## src/source/dcmp_params_pkg.sv

```systemverilog
// Engine and memory dimensions; changing POLY_N or WORD_W also changes the
// read count per command, so keep them as powers of two

`default_nettype none

package dcmp_params_pkg;

    // Memory interfaces
    localparam int API_ADDR_W = 14;
    localparam int API_HALF_W = 32;
    localparam int WORD_W     = 64;
    localparam int MEM_LANE_W = 24;

    // Polynomial arithmetic
    localparam int POLY_N        = 256;
    localparam int Q_VAL         = 3329;
    localparam int Q_W           = 12;
    localparam int COEFF_PER_CLK = 4;
    localparam int WR_PER_POLY   = POLY_N / COEFF_PER_CLK;

    // Unpack buffer and its fill count, sized for 0 to BUF_W bits
    localparam int BUF_W  = 104;
    localparam int FILL_W = $clog2(BUF_W + 1);

    // Command counters; up to 4 polynomials per command
    localparam int RD_CNT_W = 8;
    localparam int WR_CNT_W = 9;

endpackage

`default_nettype wire

```

## src/source/dcmp_types_pkg.sv

```systemverilog
// Mode and memory command encodings; the bit count for mode_d12 is also
// the fallback for any other mode value

`default_nettype none

package dcmp_types_pkg;

    typedef enum logic [1:0] {
        mode_d1  = 2'd0,
        mode_d5  = 2'd1,
        mode_d11 = 2'd2,
        mode_d12 = 2'd3
    } dcmp_mode_t;

    typedef enum logic [1:0] {
        cmd_idle  = 2'd0,
        cmd_read  = 2'd1,
        cmd_write = 2'd2
    } mem_cmd_t;

    // Compressed field width d for each mode
    function automatic logic [3:0] dcmp_bits(input dcmp_mode_t mode);
        logic [3:0] d;
        case (mode)
            mode_d1:  d = 4'd1;
            mode_d5:  d = 4'd5;
            mode_d11: d = 4'd11;
            default:  d = 4'd12;
        endcase
        return d;
    endfunction

endpackage

`default_nettype wire

```

## src/source/dcmp_read_ctrl.sv

```systemverilog
// Issues num_poly*d*4 reads at consecutive word addresses; start_i must not
// arrive while busy, the top masks it

`timescale 1ns/1ps
`default_nettype none

module dcmp_read_ctrl
    import dcmp_params_pkg::*;
    import dcmp_types_pkg::*;
(
    input  logic                  clk,
    input  logic                  reset_n,
    input  logic                  zeroize_i,
    input  logic                  start_i,
    input  dcmp_mode_t            mode_i,
    input  logic [2:0]            num_poly_i,
    input  logic [API_ADDR_W-1:0] src_base_i,
    input  logic                  hold_i,
    input  logic                  done_i,
    output logic                  busy_o,
    output logic                  rd_en_o,
    output logic [API_ADDR_W-1:0] rd_addr_o
);

    logic                  busy_q;
    logic [API_ADDR_W-1:0] rd_addr_q;
    logic [RD_CNT_W-1:0]   rd_cnt_q;
    logic [RD_CNT_W-1:0]   rd_total;

    // Words per command: polynomials * d * (POLY_N / WORD_W)
    assign rd_total = RD_CNT_W'(num_poly_i) * RD_CNT_W'(dcmp_bits(mode_i))
                    * RD_CNT_W'(POLY_N / WORD_W);

    always_ff @(posedge clk or negedge reset_n) begin
        if (!reset_n) begin
            busy_q <= 1'b0;
        end else if (zeroize_i) begin
            busy_q <= 1'b0;
        end else if (start_i) begin
            busy_q <= 1'b1;
        end else if (done_i) begin
            busy_q <= 1'b0;
        end
    end

    // Stop once every word has been requested, and back off while the
    // unpacker has no room for another word
    assign rd_en_o = busy_q & (rd_cnt_q != rd_total) & ~hold_i;

    always_ff @(posedge clk or negedge reset_n) begin
        if (!reset_n) begin
            rd_addr_q <= '0;
            rd_cnt_q  <= '0;
        end else if (zeroize_i) begin
            rd_addr_q <= '0;
            rd_cnt_q  <= '0;
        end else if (start_i) begin
            rd_addr_q <= src_base_i;
            rd_cnt_q  <= '0;
        end else if (rd_en_o) begin
            rd_addr_q <= rd_addr_q + API_ADDR_W'(1);
            rd_cnt_q  <= rd_cnt_q + RD_CNT_W'(1);
        end
    end

    assign busy_o    = busy_q;
    assign rd_addr_o = rd_addr_q;

endmodule

`default_nettype wire

```

## src/source/dcmp_unpack.sv

```systemverilog
// Bit buffer filled LSB first from 64-bit words, drained 4*d bits per write;
// each lane is round(3329*x / 2^d), zero-padded to the memory lane

`timescale 1ns/1ps
`default_nettype none

module dcmp_unpack
    import dcmp_params_pkg::*;
    import dcmp_types_pkg::*;
(
    input  logic                                    clk,
    input  logic                                    reset_n,
    input  logic                                    zeroize_i,
    input  dcmp_mode_t                              mode_i,
    input  logic                                    in_valid_i,
    input  logic [1:0][API_HALF_W-1:0]              in_data_i,
    input  logic                                    busy_i,
    output logic                                    hold_o,
    output logic                                    out_valid_o,
    output logic [COEFF_PER_CLK-1:0][MEM_LANE_W-1:0] wr_data_o
);

    logic [BUF_W-1:0]                   bit_buf_q;
    logic [BUF_W-1:0]                   bit_buf_shift;
    logic [BUF_W-1:0]                   bit_buf_d;
    logic [FILL_W-1:0]                  fill_q;
    logic [FILL_W-1:0]                  fill_after;
    logic [FILL_W-1:0]                  fill_d;
    logic [3:0]                         d;
    logic [FILL_W-1:0]                  need;
    logic [COEFF_PER_CLK-1:0][Q_W-1:0]  field;
    // 12x12-bit product fits in a lane width
    logic [COEFF_PER_CLK-1:0][MEM_LANE_W-1:0] prod;
    logic [COEFF_PER_CLK-1:0][MEM_LANE_W-1:0] rounded;

    assign d    = dcmp_bits(mode_i);
    assign need = FILL_W'(COEFF_PER_CLK * d);

    // Stale bits after a zeroize must never reach memory
    assign out_valid_o = busy_i & (fill_q >= need);

    // Drain the bottom first, then append the new word above what is left
    always_comb begin
        bit_buf_shift = out_valid_o ? (bit_buf_q >> need) : bit_buf_q;
        fill_after    = out_valid_o ? (fill_q - need) : fill_q;
        if (in_valid_i) begin
            bit_buf_d = bit_buf_shift | (BUF_W'(in_data_i) << fill_after);
            fill_d    = fill_after + FILL_W'(WORD_W);
        end else begin
            bit_buf_d = bit_buf_shift;
            fill_d    = fill_after;
        end
    end

    // A read issued now lands next cycle, so leave a full word of room
    assign hold_o = fill_d > FILL_W'(BUF_W - WORD_W);

    always_ff @(posedge clk or negedge reset_n) begin
        if (!reset_n) begin
            bit_buf_q <= '0;
            fill_q    <= '0;
        end else if (zeroize_i) begin
            bit_buf_q <= '0;
            fill_q    <= '0;
        end else begin
            bit_buf_q <= bit_buf_d;
            fill_q    <= fill_d;
        end
    end

    // Field extraction, lane i takes bits [i*d +: d]
    always_comb begin
        for (int i = 0; i < COEFF_PER_CLK; i++) begin
            case (mode_i)
                mode_d1:  field[i] = Q_W'(bit_buf_q[i*1 +: 1]);
                mode_d5:  field[i] = Q_W'(bit_buf_q[i*5 +: 5]);
                mode_d11: field[i] = Q_W'(bit_buf_q[i*11 +: 11]);
                default:  field[i] = Q_W'(bit_buf_q[i*12 +: 12]);
            endcase
        end
    end

    // Decompress: (x*q + 2^(d-1)) >> d
    always_comb begin
        for (int i = 0; i < COEFF_PER_CLK; i++) begin
            prod[i]      = MEM_LANE_W'(field[i]) * MEM_LANE_W'(Q_VAL);
            rounded[i]   = (prod[i] + (MEM_LANE_W'(1) << (d - 4'd1))) >> d;
            wr_data_o[i] = MEM_LANE_W'(rounded[i][Q_W-1:0]);
        end
    end

endmodule

`default_nettype wire

```

## src/source/dcmp_write_ctrl.sv

```systemverilog
// Counts num_poly*64 writes from dest_base_i; done_o follows the last write

`timescale 1ns/1ps
`default_nettype none

module dcmp_write_ctrl
    import dcmp_params_pkg::*;
    import dcmp_types_pkg::*;
(
    input  logic                  clk,
    input  logic                  reset_n,
    input  logic                  zeroize_i,
    input  logic                  start_i,
    input  logic [2:0]            num_poly_i,
    input  logic [API_ADDR_W-1:0] dest_base_i,
    input  logic                  wr_valid_i,
    output mem_cmd_t              wr_cmd_o,
    output logic [API_ADDR_W-1:0] wr_addr_o,
    output logic                  done_o
);

    logic [API_ADDR_W-1:0] wr_addr_q;
    logic [WR_CNT_W-1:0]   wr_cnt_q;
    logic [WR_CNT_W-1:0]   wr_total;
    logic                  last_wr;
    logic                  done_q;

    assign wr_total = WR_CNT_W'(num_poly_i) * WR_CNT_W'(WR_PER_POLY);
    assign last_wr  = wr_valid_i & (wr_cnt_q + WR_CNT_W'(1) == wr_total);

    always_ff @(posedge clk or negedge reset_n) begin
        if (!reset_n) begin
            wr_addr_q <= '0;
            wr_cnt_q  <= '0;
            done_q    <= 1'b0;
        end else if (zeroize_i) begin
            wr_addr_q <= '0;
            wr_cnt_q  <= '0;
            done_q    <= 1'b0;
        end else begin
            done_q <= last_wr;
            if (start_i) begin
                wr_addr_q <= dest_base_i;
                wr_cnt_q  <= '0;
            end else if (wr_valid_i) begin
                wr_addr_q <= wr_addr_q + API_ADDR_W'(1);
                wr_cnt_q  <= wr_cnt_q + WR_CNT_W'(1);
            end
        end
    end

    assign wr_cmd_o  = wr_valid_i ? cmd_write : cmd_idle;
    assign wr_addr_o = wr_addr_q;
    assign done_o    = done_q;

endmodule

`default_nettype wire

```

## src/source/dcmp_top.sv

```systemverilog
// Read data must return exactly one cycle after rd_en_o, and the coefficient
// memory must take a write every cycle; mode and num_poly stay stable while busy

`timescale 1ns/1ps
`default_nettype none

module dcmp_top
    import dcmp_params_pkg::*;
    import dcmp_types_pkg::*;
(
    input  logic                                    clk,
    input  logic                                    reset_n,
    input  logic                                    zeroize_i,
    input  logic                                    start_i,
    input  dcmp_mode_t                              mode_i,
    input  logic [2:0]                              num_poly_i,
    input  logic [API_ADDR_W-1:0]                   src_base_i,
    input  logic [API_ADDR_W-1:0]                   dest_base_i,
    output logic                                    rd_en_o,
    output logic [API_ADDR_W-1:0]                   rd_addr_o,
    input  logic [1:0][API_HALF_W-1:0]              rd_data_i,
    output mem_cmd_t                                wr_cmd_o,
    output logic [API_ADDR_W-1:0]                   wr_addr_o,
    output logic [COEFF_PER_CLK-1:0][MEM_LANE_W-1:0] wr_data_o,
    output logic                                    done_o
);

    logic busy;
    logic start_go;
    logic rd_en;
    logic rd_valid_q;
    logic hold;
    logic out_valid;

    // A start while a command runs is dropped
    assign start_go = start_i & ~busy;

    dcmp_read_ctrl u_read_ctrl (
        .clk        (clk),
        .reset_n    (reset_n),
        .zeroize_i  (zeroize_i),
        .start_i    (start_go),
        .mode_i     (mode_i),
        .num_poly_i (num_poly_i),
        .src_base_i (src_base_i),
        .hold_i     (hold),
        .done_i     (done_o),
        .busy_o     (busy),
        .rd_en_o    (rd_en),
        .rd_addr_o  (rd_addr_o)
    );

    // Read data is valid the cycle after the request
    always_ff @(posedge clk or negedge reset_n) begin
        if (!reset_n) begin
            rd_valid_q <= 1'b0;
        end else if (zeroize_i) begin
            rd_valid_q <= 1'b0;
        end else begin
            rd_valid_q <= rd_en;
        end
    end

    dcmp_unpack u_unpack (
        .clk         (clk),
        .reset_n     (reset_n),
        .zeroize_i   (zeroize_i),
        .mode_i      (mode_i),
        .in_valid_i  (rd_valid_q),
        .in_data_i   (rd_data_i),
        .busy_i      (busy),
        .hold_o      (hold),
        .out_valid_o (out_valid),
        .wr_data_o   (wr_data_o)
    );

    dcmp_write_ctrl u_write_ctrl (
        .clk         (clk),
        .reset_n     (reset_n),
        .zeroize_i   (zeroize_i),
        .start_i     (start_go),
        .num_poly_i  (num_poly_i),
        .dest_base_i (dest_base_i),
        .wr_valid_i  (out_valid),
        .wr_cmd_o    (wr_cmd_o),
        .wr_addr_o   (wr_addr_o),
        .done_o      (done_o)
    );

    assign rd_en_o = rd_en;

endmodule

`default_nettype wire

```

## config.mk

```make
export PLATFORM = sky130hd
export DESIGN_NAME = dcmp_top
export DESIGN_NICKNAME = d
export VERILOG_FILES = /design/src/source/dcmp_params_pkg.sv /design/src/source/dcmp_types_pkg.sv /design/src/source/dcmp_read_ctrl.sv /design/src/source/dcmp_unpack.sv /design/src/source/dcmp_write_ctrl.sv /design/src/source/dcmp_top.sv
export SDC_FILE = /design/constraint.sdc
export NUM_CORES = 1
export LEC_CHECK = 0
export BUFFER_PORTS_ARGS = -buffer_cell sky130_fd_sc_hd__buf_4
export CAP_MARGIN = 0
export CORE_MARGIN = 3
export CORE_UTILIZATION = 60
export DETAILED_ROUTE_END_ITERATION = 10
export PLACE_DENSITY = 0.8
export SLEW_MARGIN = 20
export SYNTH_ARGS = -nofsm -noshare
export SYNTH_HDL_FRONTEND = slang
export SYNTH_SLANG_ARGS = --single-unit
export TNS_END_PERCENT = 30
```

## constraint.sdc

```tcl
create_clock -name clk -period 8.54 [get_ports clk]
set_input_delay 0.854 -clock clk [delete_from_list [all_inputs] [get_ports clk]]
set_output_delay 0.854 -clock clk [all_outputs]
set_load 0.01 [all_outputs]
```

# Yosys cells after proc, flatten, opt, wreduce, memory -nomap -nowiden
# Cells that the tools add are included.
# totals
word_cells,79
ff_bits,159
# classes
multipliers,5
bitwise,8
muxes,29
addsub,11
order_cmp,2
n_eq_ne,4
n_shift,7
reduce_logical,4
# ops
op,n
$mux 104,3
$pmux 12 s3,4
$or 104x104->104,1
$shl 64x7->104,1
$shr 104x6->104,1
$add 24x24->24,4
$mul 12x12->24 const B,4
$shr 24x4->12,4
$mux 14,6
$add 14x1->14 const B,2
$mux 9,3
$mux 8,3
$shl 1x4->24 const A,1
$mux 7,3
$pmux 4 s3,1
$add 9x1->9 const B,1
$eq 9x9->1,1
$reduce_bool 3->1,3
$add 8x1->8 const B,1
$ne 8x8->1,1
$add 7x7->7 const B,1
$ge 7x6->1,1
$gt 7x6->1 const B,1
$sub 7x6->7,1
other kinds (9),18

# Depth between registers and ports, before layout
# depth
depth_word,13
depth_mapped,27
mapped_depth_nobuf,23

# Cells and area by module
# From an unflattened synthesis, not the netlist that was laid out.
# hier_totals
hier_cells,2846
area_unflattened_um2,25353.1
# by_module_without_submodules
module,area_each_um2,cells_per_inst,n_inst,seq_area_each_um2
dcmp_unpack,22152.5,2494,1,2727.6
dcmp_read_ctrl,1700.4,190,1,575.6
dcmp_write_ctrl,1447.6,159,1,600.6
dcmp_top,52.6,3,1,25.0

# Worst setup path after synthesis
# No wires, ideal clock.
# synth_path
path_kind,input to output
from,input port mode_i[1]
to,output port wr_data_o[82] (netlist name)
required_ns,7.686
path_stages,24
arrival_ns,7.079
path_buffers,5
path_slack_ns,0.607
path_cell_list,buf_2 buf_2 clkbuf_1 buf_1 clkbuf_1 mux2i_1 o21ai_0 ha_1 inv_1 fa_1 inv_1 ha_1 fa_1 inv_1 fa_1 inv_1 ha_1 a21oi_1 o41ai_1 a211o_1 a2111oi_4 nor2_1 mux2_2 a221oi_2
# synth_rtl
element,line,source
from (decl),dcmp_top.sv:15,"input dcmp_mode_t mode_i,"
to (decl),dcmp_top.sv:24,"output logic [COEFF_PER_CLK-1:0][MEM_LANE_W-1:0] wr_data_o,"

==> results.sh <==
export IMPL_place_port_buffers=179
export IMPL_antenna_found_initial=0
export IMPL_yosys_cell_types_count=73
export IMPL_syn_inst=2888
export IMPL_route_antenna_remaining_nets=0
export IMPL_fp_dieH_um=211
export IMPL_grt_pass1_wl_um=123000
export IMPL_post_route_period_util=0.902
export IMPL_synth_warnings=0
export IMPL_clockPowerShare=0.227
export IMPL_outcome="finished, final reports clean"
export IMPL_skew_ns=0.0135
export IMPL_htreeDepth=4
export IMPL_synth_area_leader_cell="ha_1"
export IMPL_multi_input_area_um2=19600
export IMPL_cts_setup_buffers=0
export IMPL_drv_slew=0
export IMPL_synth_seq_area_share=0.156
export IMPL_initial_core_util=0.611
export IMPL_cts_hold_buf=0
export IMPL_area_growth_synth_to_final_pct=9.18
export IMPL_async_reset_ff_frac=1.00
export IMPL_root_buffer="clkbuf_16"
export IMPL_path_class="input pin to output pin"
export IMPL_clock_sinks=157
export IMPL_p_seq_frac=0.244
export IMPL_via_per_inst=6.50
export IMPL_p_comb_frac=0.529
export IMPL_grt_start_max_net_pins=134
export IMPL_p_leak_nw=14.1
export IMPL_row_count=74
export IMPL_critPathLaunchType="input pin"
export IMPL_ys_ff_latch=157
export IMPL_wl_per_cell_um=21.7
export IMPL_synth_ff_type="dfrtp_1"
export IMPL_tightest_slew_ns=1.12
export IMPL_track_usage=0.342
export IMPL_p_int_w=0.00204
export IMPL_peakVddDrop_mv=0.145
export IMPL_cts_tree="built"
export IMPL_fin_crit_ns=7.70
export IMPL_hold_viol=0
export IMPL_endpoint_kind="output pin"
export IMPL_syn_area_um2=25100
export IMPL_rsz0062_at_grt="false"
export IMPL_rr_startpoint="u_unpack.fill_q[3]"
export IMPL_pin_count=229
export IMPL_wl_met3_um=6950
export IMPL_gp_congestion=0.979
export IMPL_core_area_um2=41100
export IMPL_crit_path_start="mode_i[1]"
export IMPL_p_switching_w=0.00156
export IMPL_switching_share=0.432
export IMPL_die_x_um=211
export IMPL_drive_gt1_frac=0.132
export IMPL_routed_wl_um=77300
export IMPL_setup_viol=0
export IMPL_worstHoldPathType="input pin to async pin"
export IMPL_cp_data_arrival_time_ns=6.85
export IMPL_setup_tns_ns=0
export IMPL_critPathRequiredTime_ns=7.69
export IMPL_synth_enable_flop_cells=0
export IMPL_whs_ns=0.510
export IMPL_clock_latency_ns=0.45
export IMPL_drt_met1_wl_um=31600
export IMPL_timing_fmax_mhz=130
export IMPL_synth_area_per_cell_um2=8.70
export IMPL_dr_max_layer_used="met4"
export IMPL_ctsResizeCount=0
export IMPL_grt_pass1_vias=22541
export IMPL_die_area_um2=44400
export IMPL_fin_util=0.667
export IMPL_fill_cells=3368
export IMPL_synth_top_area_share=0.198
export IMPL_cts_made_buffers=17
export IMPL_grt_overflow=0
export IMPL_antenna_cells=0
export IMPL_drv_cap=0
export IMPL_drtIter0Drc=2434
export IMPL_clock_path_buffers=2
export IMPL_vias=23105
export IMPL_path_clk_slew_ns=0.07
export IMPL_seqCellArea_um2=3930
export IMPL_drcViolationCount=0
export IMPL_wl_met2_um=35700
export IMPL_dr_pass1_iters=6
export IMPL_relSlewSlack=0.256
export IMPL_powerDensity_nw_per_um2=131
export IMPL_post_dp_hpwl_um=59900
export IMPL_final_nets=3585
export IMPL_yosys_top_cells_area="ha_1 (20%), dfrtp_1 (16%), mux4_2 (7.5%)"
export IMPL_worstPathMaxFanout=58
cell type report:
cell class | count | area share
multi-input cells | 2358 | 0.715
flip-flops and latches | 157 | 0.143
repair buffers | 210 | 0.0589
inverters | 266 | 0.0364
well taps | 532 | 0.0243
clock buffers | 19 | 0.0165
clock inverters | 13 | 0.00593
Yosys cell counts (all sizes together), types with 5 or more instances:
cell and count:
or2 13, o22a 23, mux4 84, o21a 18, o21ai 111, o41ai 5, nor2b 19, a21boi 5
dfrtp 157, nand2 289, a21o 47, o22ai 25, a41oi 10, o221ai 13, a21oi 162, o32ai 5
nand2b 18, a211oi 35, clkbuf 103, o31ai 12, o211ai 15, ha 398, nand3 39, nand4 20
or3 13, inv 266, xnor2 72, and2 24, and3 34, a32oi 7, xor2 40, a211o 12
mux2 43, mux2i 175, a221o 8, a221oi 23, a22oi 18, nor4 6, fa 76, a31oi 57
buf 99, nor2 187, o2bb2ai 5, a22o 11, nor3 50
power groups by stage:
stage | Clock, W | Sequential, W | Combinational, W
CTS | 0.000815 | 0.000872 | 0.00187
global route | 0.000846 | 0.000880 | 0.00208
global placement | 0 | 0.000883 | 0.00181
finish | 0.000815 | 0.000878 | 0.00191
detailed placement | 0 | 0.000885 | 0.00185
floorplan | 0 | 0.000849 | 0.00129
sequential cells by signal (all words and copies together), names as in the netlist:
register,cells
u_unpack.bit_buf_q,104
u_read_ctrl.busy_o,1
rd_valid_q,1
u_write_ctrl.wr_cnt_q,9
u_read_ctrl.rd_cnt_q,8
u_write_ctrl.done_o,1
u_read_ctrl.rd_addr_o,14
u_write_ctrl.wr_addr_o,14
u_unpack.fill_q,5
cells in the final DEF (no fill, tap or decap), types with 72 or more instances in the layout:
cell type / count
dfrtp_1: 157
inv_1: 264
ha_1: 398
nor2_1: 185
mux4_2: 84
nand2_1: 289
buf_4: 205
o21ai_0: 105
xnor2_1: 72
a21oi_1: 162
fa_1: 76
mux2i_1: 172
conb_1: 97
per-layer routing:
layer | track usage | vias to the layer above
li1 | - | 10553
met1 | 0.462 | 11085
met2 | 0.556 | 1260
met3 | 0.0591 | 207
met4 | 0.123 | 0
met5 | 0 | -
logic make-up after synthesis:
kind of cell / synth area share
DFF: 0.156
AOI/OAI and AO/OA: 0.175
adders and majority gates: 0.259
and+or+nand+nor: 0.127
muxes: 0.164
other: 0.000299
xor gates and xnor gates: 0.0390
buffers and inverters: 0.0796
critical path: stages:
cell and delay [ns]:
buf_6 0.37, nor2_1 0.25, nor2b_1 0.41, ha_1 0.23, inv_1 0.05, fa_1 0.53
inv_1 0.04, ha_1 0.26, inv_1 0.05, fa_1 0.40, fa_1 0.54, inv_1 0.05
ha_1 0.34, a21o_1 0.20, a21oi_1 0.13, inv_1 0.06, a211o_1 0.28, a41oi_1 0.31
a21oi_1 0.11, or2_2 0.29, xnor2_1 0.14, a2111oi_0 0.68, buf_4 0.24
stage by stage:
stage	worst slack (ns)	cell area, um2	instances	total power [W]
after floorplan	0.607	25500	2983	0.00214
after global placement	1.07	26800	3523	0.00269
after detailed placement	0.906	26800	3523	0.00273
after CTS	0.894	27400	3555	0.00356
after global routing	0.513	27400	3555	0.00381
final	0.836	27400	3555	0.00360
final timing paths:
path                            cells past startpoint                         to  slack, ns
worst max-delay path                               23              wr_data_o[10]       0.84
worst max register to register                     12     u_unpack.bit_buf_q[71]       3.30
worst min-delay path                                1     u_unpack.bit_buf_q[56]       0.51
max in group asynchronous                           2  u_write_ctrl.wr_addr_o[8]       6.59
worst min register to register                      2  u_read_ctrl.rd_addr_o[13]       0.55
min in group clk                                    2  u_read_ctrl.rd_addr_o[13]       0.55
Note: power is estimated with default switching activity, not from simulation.
